File: src/hw/packet_link_pkg.sv
package packet_link_pkg;

  // stream sizing
  localparam int BEAT_WIDTH       = 32;
  localparam int EMPTY_WIDTH      = 2;
  localparam int BEATS_PER_PACKET = 8;
  localparam int FIFO_DEPTH       = 16;

  // one endpoint on the link
  typedef struct packed {
    logic [31:0] hw_addr;
    logic [7:0]  sw_addr;
    logic [7:0]  port;
    logic [7:0]  flag;
  } node_addr_t;

  // complete message of 240 bits
  typedef struct packed {
    node_addr_t  dest_addr;
    node_addr_t  src_addr;
    logic [31:0] lamport;
    logic [95:0] data;
  } packet_t;

  // one avalon-st beat with its sideband bits
  typedef struct packed {
    logic [BEAT_WIDTH-1:0]  data;
    logic                   startofpacket;
    logic                   endofpacket;
    logic [EMPTY_WIDTH-1:0] empty;
  } st_beat_t;

  // sender position inside the packet with one state per beat
  typedef enum logic [3:0] {
    IDLE,
    DEST_HW,
    DEST_SW,
    SRC_HW,
    SRC_SW,
    LAMPORT,
    DATA0,
    DATA1,
    DATA2
  } sender_state_t;

endpackage

File: src/hw/beat_fifo.sv
`timescale 1ns/1ps

module beat_fifo import packet_link_pkg::*; #(
  parameter int DEPTH = FIFO_DEPTH
) (
  input  logic     clk,
  input  logic     reset_n,
  input  st_beat_t in_beat,
  input  logic     in_valid,
  output logic     in_ready,
  output st_beat_t out_beat,
  output logic     out_valid,
  input  logic     out_ready
);

  st_beat_t mem [DEPTH];

  logic [$clog2(DEPTH)-1:0]   wr_ptr;
  logic [$clog2(DEPTH)-1:0]   rd_ptr;
  logic [$clog2(DEPTH+1)-1:0] count;
  logic                       push;
  logic                       pop;

  assign out_valid = (count != 0);
  // a full fifo still takes a beat in the cycle it is read
  assign in_ready  = (count != DEPTH) || out_ready;
  assign out_beat  = mem[rd_ptr];

  assign push = in_valid && in_ready;
  assign pop  = out_valid && out_ready;

  always_ff @(posedge clk or negedge reset_n) begin
    if (!reset_n) begin
      wr_ptr <= '0;
      rd_ptr <= '0;
      count  <= '0;
    end else begin
      if (push) begin
        wr_ptr <= (wr_ptr == DEPTH - 1) ? '0 : wr_ptr + 1'b1;
      end
      if (pop) begin
        rd_ptr <= (rd_ptr == DEPTH - 1) ? '0 : rd_ptr + 1'b1;
      end
      case ({push, pop})
        2'b10:   count <= count + 1'b1;
        2'b01:   count <= count - 1'b1;
        default: count <= count;
      endcase
    end
  end

  always_ff @(posedge clk) begin
    if (push) begin
      mem[wr_ptr] <= in_beat;
    end
  end

endmodule

File: src/hw/packet_link.sv
`timescale 1ns/1ps

module packet_link import packet_link_pkg::*; (
  input  logic    clk,
  input  logic    reset_n,
  input  logic    write_packet,
  input  packet_t packet_data,
  output logic    sending,
  output packet_t packet_out,
  output logic    packet_valid,
  input  logic    packet_ready
);

  // sender to fifo
  st_beat_t tx_beat;
  logic     tx_valid;
  logic     tx_ready;

  // fifo to receiver
  st_beat_t rx_beat;
  logic     rx_valid;
  logic     rx_ready;

  packet_sender u_sender (
    .clk          (clk),
    .reset_n      (reset_n),
    .write_packet (write_packet),
    .packet_data  (packet_data),
    .tx_ready     (tx_ready),
    .tx_beat      (tx_beat),
    .tx_valid     (tx_valid),
    .sending      (sending)
  );

  beat_fifo #(
    .DEPTH (FIFO_DEPTH)
  ) u_fifo (
    .clk       (clk),
    .reset_n   (reset_n),
    .in_beat   (tx_beat),
    .in_valid  (tx_valid),
    .in_ready  (tx_ready),
    .out_beat  (rx_beat),
    .out_valid (rx_valid),
    .out_ready (rx_ready)
  );

  packet_receiver u_receiver (
    .clk          (clk),
    .reset_n      (reset_n),
    .rx_beat      (rx_beat),
    .rx_valid     (rx_valid),
    .rx_ready     (rx_ready),
    .packet_out   (packet_out),
    .packet_valid (packet_valid),
    .packet_ready (packet_ready)
  );

endmodule

File: src/hw/packet_receiver.sv
`timescale 1ns/1ps

module packet_receiver import packet_link_pkg::*; (
  input  logic     clk,
  input  logic     reset_n,
  input  st_beat_t rx_beat,
  input  logic     rx_valid,
  output logic     rx_ready,
  output packet_t  packet_out,
  output logic     packet_valid,
  input  logic     packet_ready
);

  logic [$clog2(BEATS_PER_PACKET)-1:0] beat_idx;
  logic [$clog2(BEATS_PER_PACKET)-1:0] wr_idx;
  logic                                take;

  // stall the stream while a finished packet waits
  assign rx_ready = !packet_valid || packet_ready;
  assign take     = rx_valid && rx_ready;

  // startofpacket always lands in the first field
  assign wr_idx = rx_beat.startofpacket ? '0 : beat_idx;

  always_ff @(posedge clk or negedge reset_n) begin
    if (!reset_n) begin
      beat_idx     <= '0;
      packet_valid <= 1'b0;
    end else begin
      if (take) begin
        beat_idx <= rx_beat.endofpacket ? '0 : wr_idx + 1'b1;
      end

      if (take && rx_beat.endofpacket) begin
        packet_valid <= 1'b1;
      end else if (packet_ready) begin
        packet_valid <= 1'b0;
      end
    end
  end

  // the low byte of the sw address beats is padding
  always_ff @(posedge clk) begin
    if (take) begin
      case (wr_idx)
        3'd0: packet_out.dest_addr.hw_addr <= rx_beat.data;
        3'd1: begin
          {packet_out.dest_addr.sw_addr, packet_out.dest_addr.port,
           packet_out.dest_addr.flag} <= rx_beat.data[31:8];
        end
        3'd2: packet_out.src_addr.hw_addr <= rx_beat.data;
        3'd3: begin
          {packet_out.src_addr.sw_addr, packet_out.src_addr.port,
           packet_out.src_addr.flag} <= rx_beat.data[31:8];
        end
        3'd4: packet_out.lamport <= rx_beat.data;
        3'd5: packet_out.data[31:0] <= rx_beat.data;
        3'd6: packet_out.data[63:32] <= rx_beat.data;
        default: packet_out.data[95:64] <= rx_beat.data;
      endcase
    end
  end

endmodule

File: src/hw/packet_sender.sv
`timescale 1ns/1ps

module packet_sender import packet_link_pkg::*; (
  input  logic     clk,
  input  logic     reset_n,
  input  logic     write_packet,
  input  packet_t  packet_data,
  input  logic     tx_ready,
  output st_beat_t tx_beat,
  output logic     tx_valid,
  output logic     sending
);

  sender_state_t state;
  sender_state_t next_state;
  packet_t       pkt_reg;
  st_beat_t      payload;
  st_beat_t      next_beat;
  logic          payload_valid;
  logic          stage_ready;
  logic          accept_write;
  logic          load_payload;
  logic          move_payload;

  assign sending = (state != IDLE);

  // output register can take a new beat when empty or being drained
  assign stage_ready  = tx_ready || !tx_valid;
  assign accept_write = write_packet && (state == IDLE);
  assign load_payload = (state != IDLE) && stage_ready;
  assign move_payload = payload_valid && stage_ready;

  // beat contents and successor for each state
  always_comb begin
    next_beat  = '0;
    next_state = state;
    case (state)
      DEST_HW: begin
        next_beat.data          = pkt_reg.dest_addr.hw_addr;
        next_beat.startofpacket = 1'b1;
        next_state              = DEST_SW;
      end
      DEST_SW: begin
        next_beat.data = {pkt_reg.dest_addr.sw_addr, pkt_reg.dest_addr.port,
                          pkt_reg.dest_addr.flag, 8'h00};
        next_state     = SRC_HW;
      end
      SRC_HW: begin
        next_beat.data = pkt_reg.src_addr.hw_addr;
        next_state     = SRC_SW;
      end
      SRC_SW: begin
        next_beat.data = {pkt_reg.src_addr.sw_addr, pkt_reg.src_addr.port,
                          pkt_reg.src_addr.flag, 8'h00};
        next_state     = LAMPORT;
      end
      LAMPORT: begin
        next_beat.data = pkt_reg.lamport;
        next_state     = DATA0;
      end
      DATA0: begin
        next_beat.data = pkt_reg.data[31:0];
        next_state     = DATA1;
      end
      DATA1: begin
        next_beat.data = pkt_reg.data[63:32];
        next_state     = DATA2;
      end
      DATA2: begin
        next_beat.data        = pkt_reg.data[95:64];
        next_beat.endofpacket = 1'b1;
        next_state            = IDLE;
      end
      default: begin
        next_state = IDLE;
      end
    endcase
  end

  always_ff @(posedge clk or negedge reset_n) begin
    if (!reset_n) begin
      state         <= IDLE;
      payload_valid <= 1'b0;
      tx_valid      <= 1'b0;
    end else begin
      if (accept_write) begin
        state <= DEST_HW;
      end else if (load_payload) begin
        state <= next_state;
      end

      // a fresh load wins over the payload moving on
      if (load_payload) begin
        payload_valid <= 1'b1;
      end else if (move_payload) begin
        payload_valid <= 1'b0;
      end

      if (move_payload) begin
        tx_valid <= 1'b1;
      end else if (tx_ready) begin
        tx_valid <= 1'b0;
      end
    end
  end

  always_ff @(posedge clk) begin
    if (accept_write) begin
      pkt_reg <= packet_data;
    end
    if (load_payload) begin
      payload <= next_beat;
    end
    if (move_payload) begin
      tx_beat <= payload;
    end
  end

endmodule

File: config.mk
export PLATFORM = sky130hd
export DESIGN_NAME = packet_link
export DESIGN_NICKNAME = d
export VERILOG_FILES = /design/src/hw/packet_link_pkg.sv /design/src/hw/beat_fifo.sv /design/src/hw/packet_link.sv /design/src/hw/packet_receiver.sv /design/src/hw/packet_sender.sv
export SDC_FILE = /design/constraint.sdc
export NUM_CORES = 1
export LEC_CHECK = 0
export ABC_CLOCK_PERIOD_IN_PS = 20400
export BUFFER_PORTS_ARGS = -buffer_cell sky130_fd_sc_hd__buf_4
export CAP_MARGIN = 10
export CORE_AREA = 2 2 319 321
export CTS_BUF_LIST = sky130_fd_sc_hd__clkbuf_8
export DETAILED_ROUTE_END_ITERATION = 16
export DIE_AREA = 0 0 321 323
export RECOVER_POWER = 50
export SLEW_MARGIN = 20
export SYNTH_ARGS = -nofsm -noshare
export SYNTH_HDL_FRONTEND = slang
export SYNTH_SLANG_ARGS = --single-unit
File: constraint.sdc
create_clock -name clk -period 20.4 [get_ports clk]
set_input_delay 2.04 -clock clk [delete_from_list [all_inputs] [get_ports clk]]
set_output_delay 2.04 -clock clk [all_outputs]
set_load 0.01 [all_outputs]
==> flow_summary.ini <==
[routing]
drt_iter0_markers = 1783
firstDrtPassIters = 8
drc = 0
vias_per_cell = 5.15
num_vias = 19500
wl_per_cell_um = 24.4
final_antenna_net_count = 0
drt-total-wl_mm = 92.3

[hold_path]
min_path_type = reg -> reg
holdCritStartpoint = u_sender.payload[30]
hold_end = u_sender.tx_beat[30]
holdPathStages = 0

[place]
gp_congestion = 0.798
pre_cts_ws_ns = 15.26
port_buffers = 485
dp_cells = 3466
dpl.hpwl_mm = 56.4

[global_routing]
gr-total-overflow = 0
grt_pass1_wl_mm = 133
grt_pass1_vias = 20200
grt_use_total = 0.177
grt_max_degree = 85
antenna_found_initial = 4

[logic_synthesis]
synthXorXnorAreaFrac = 0.00176
synthAdderAreaFrac = 0.00440
yosys.area.top_type_share = 0.823
synth_top_family_by_area = multiplexers
synthSimpleGateAreaFrac = 0.0184
ys_seq_area_frac = 0.838
synth_seq_cells = 1115
netlist_area_sq_um = 39800
synth_edf_count = 1092
ys_async_sr_fraction = 0.0206
synth_area_leaders = edfxtp_1 (82%), mux4_2 (9.4%), dfrtp_1 (1.4%)
netlist_top_cells_count = edfxtp_1 (1092), mux4_2 (166), a22oi_1 (61)
yosys.cell_types.count = 52
avgSynthCellArea_sq_um = 23.3
synth_flop_cell = edfxtp_1
yosysWarnings = 0
yosysTopAreaCell = edfxtp_1
synth_most_common_cell = edfxtp_1
yosys-mux-area-fraction = 0.100
syn_inst = 1710
syn_nets = 1968
synth_compound_area_frac = 0.0287

[cts]
post_cts_resized = 0
cts_tree = built
clock_path_buffers = 3
postCtsHoldBufs = 0
htreeDepth = 4
postCtsSetupBuffers = 0
numCtsBuffers = 177
cts_root_buf = clkbuf_8
cts.sinks = 1115
clk-insertion-delay-late_ns = 0.83
path_clk_slew_ns = 0.06

[flow_run]
cap_violations = 11

[pwr]
netSwitchingFraction = 0.307
pwr-share-comb = 0.240
p_leak_nw = 16.5
ir_worst_vdd_mv = 0.0660
power_mw = 7.18
pwr-share-clk = 0.244
seq_power_share = 0.516
power_density_nw_per_um2 = 149
cellInternalPower_mw = 4.97
p_sw_mw = 2.21

[critical_path]
r2r-start = u_fifo.rd_ptr[2]
critical_path_class = reg -> reg
path_max_fanout = 42
end_kind = flop
r2r_setup_slack_ns = 14.34
crit_required_ns = 20.83
cp.arrival_ns = 6.49
r2r_end = u_receiver.packet_out[56]
critPathLaunchType = flop
r2r_cells = 6

[timing]
finalWorstSetupSlack_ns = 14.34
post-route-period-util = 0.297
setup_viol = 0
rsz0062_at_grt = false
clock_skew_ns = 0.0299
layout_min_cycle_time_ns = 6.06
worstMarginPinSlew_ns = 4.29
fmax_ghz = 0.165
setup_tns_ns = 0
maxSlewViolCount = 358
hold_violations = 0
slew_headroom = -1.86

[floorplanning]
initial_utilization = 0.395
die_x_um = 321
ios = 486
die_height_um = 323
core_area_sq_um = 101000
die_area_sq_um = 104000
rows = 117

[final_layout]
area_delta_synth_final_pct = 21.3
fin_nets = 2596
final_cells = 3785
fillers = 8269
largest_reg_flops = 544
drive_above_1_share = 0.360

[outcome]
status = complete, but fails checks
violations = capacitance limit, slew limit
-- layout by cell type (no fill, tap or decap), types with 24 or more instances in the layout --
master    instances
edfxtp_1       1092
buf_4           273
clkbuf_4        206
clkbuf_8        178
mux4_2          166
inv_1            72
a22oi_1          61
clkbuf_1         46
clkinv_1         38
nand2_1          36
nand3_1          24
-- through the flow --
stage          hold slack, ns  area, sq um  utilization
3_5_place_dp            0.405        45200        0.449
4_1_cts                 0.407        48500        0.481
5_1_grt                 0.427        48300        0.479
3_3_place_gp            0.407        45200        0.449
6_report                0.406        48300        0.479
2_1_floorplan           0.400        39800            -
-- kinds of logic (layout without fill, tap and decap cells) --
family          Yosys count  in the layout
compound gates          153            153
flops                  1115           1115
simple gates            145            145
other cells               0              1
fa+ha+maj                14             14
mux                     187            187
xor+xnor                  8              8
buf+inv                  88            853
-- power groups by stage --
stage                     logic [mW]  registers, mW  clock network [mW]
after global routing            1.87           3.76                1.91
after CTS                       1.75           3.72                1.81
final                           1.73           3.70                1.75
after floorplan                 1.05           3.65                   0
after detailed placement        1.74           3.76                   0
after global placement          1.72           3.73                   0
-- worst max-delay path by stage --
stage,start,to
after floorplan,write_packet,u_sender.pkt_reg[0]
after global placement,packet_ready,u_fifo.count[4]
after detailed placement,packet_ready,u_fifo.count[4]
after CTS,u_sender.state[1],sending
after global routing,u_fifo.rd_ptr[2],u_receiver.packet_out[52]
final,u_fifo.rd_ptr[2],u_receiver.packet_out[56]
-- critical path: stages, from the launching register on --
cell      delay, ns
dfrtp_2        0.33
clkbuf_1       3.00
mux4_2         0.85
or2_2          0.34
inv_1          0.09
ha_1           0.22
and2_2         0.78
-- final cells by class --
type                       count  area, sq um  share of cell area
antenna                        1         2.50           0.0000518
clock buffer                 178         2450              0.0507
clock inverter               138          830              0.0172
inverter                      11         41.3            0.000855
multi-input combinational    507         6160               0.128
sequential                  1115        33400               0.691
tap                         1309         1640              0.0339
timing repair buffer         526         3800              0.0786
-- routing by layer --
layer | share of wire | global-route usage
met5 | 0.00029 | 0
met4 | 0.021 | 0.0573
met3 | 0.074 | 0.0431
met2 | 0.48 | 0.291
met1 | 0.42 | 0.234
Power figures use the tool's default switching activity.
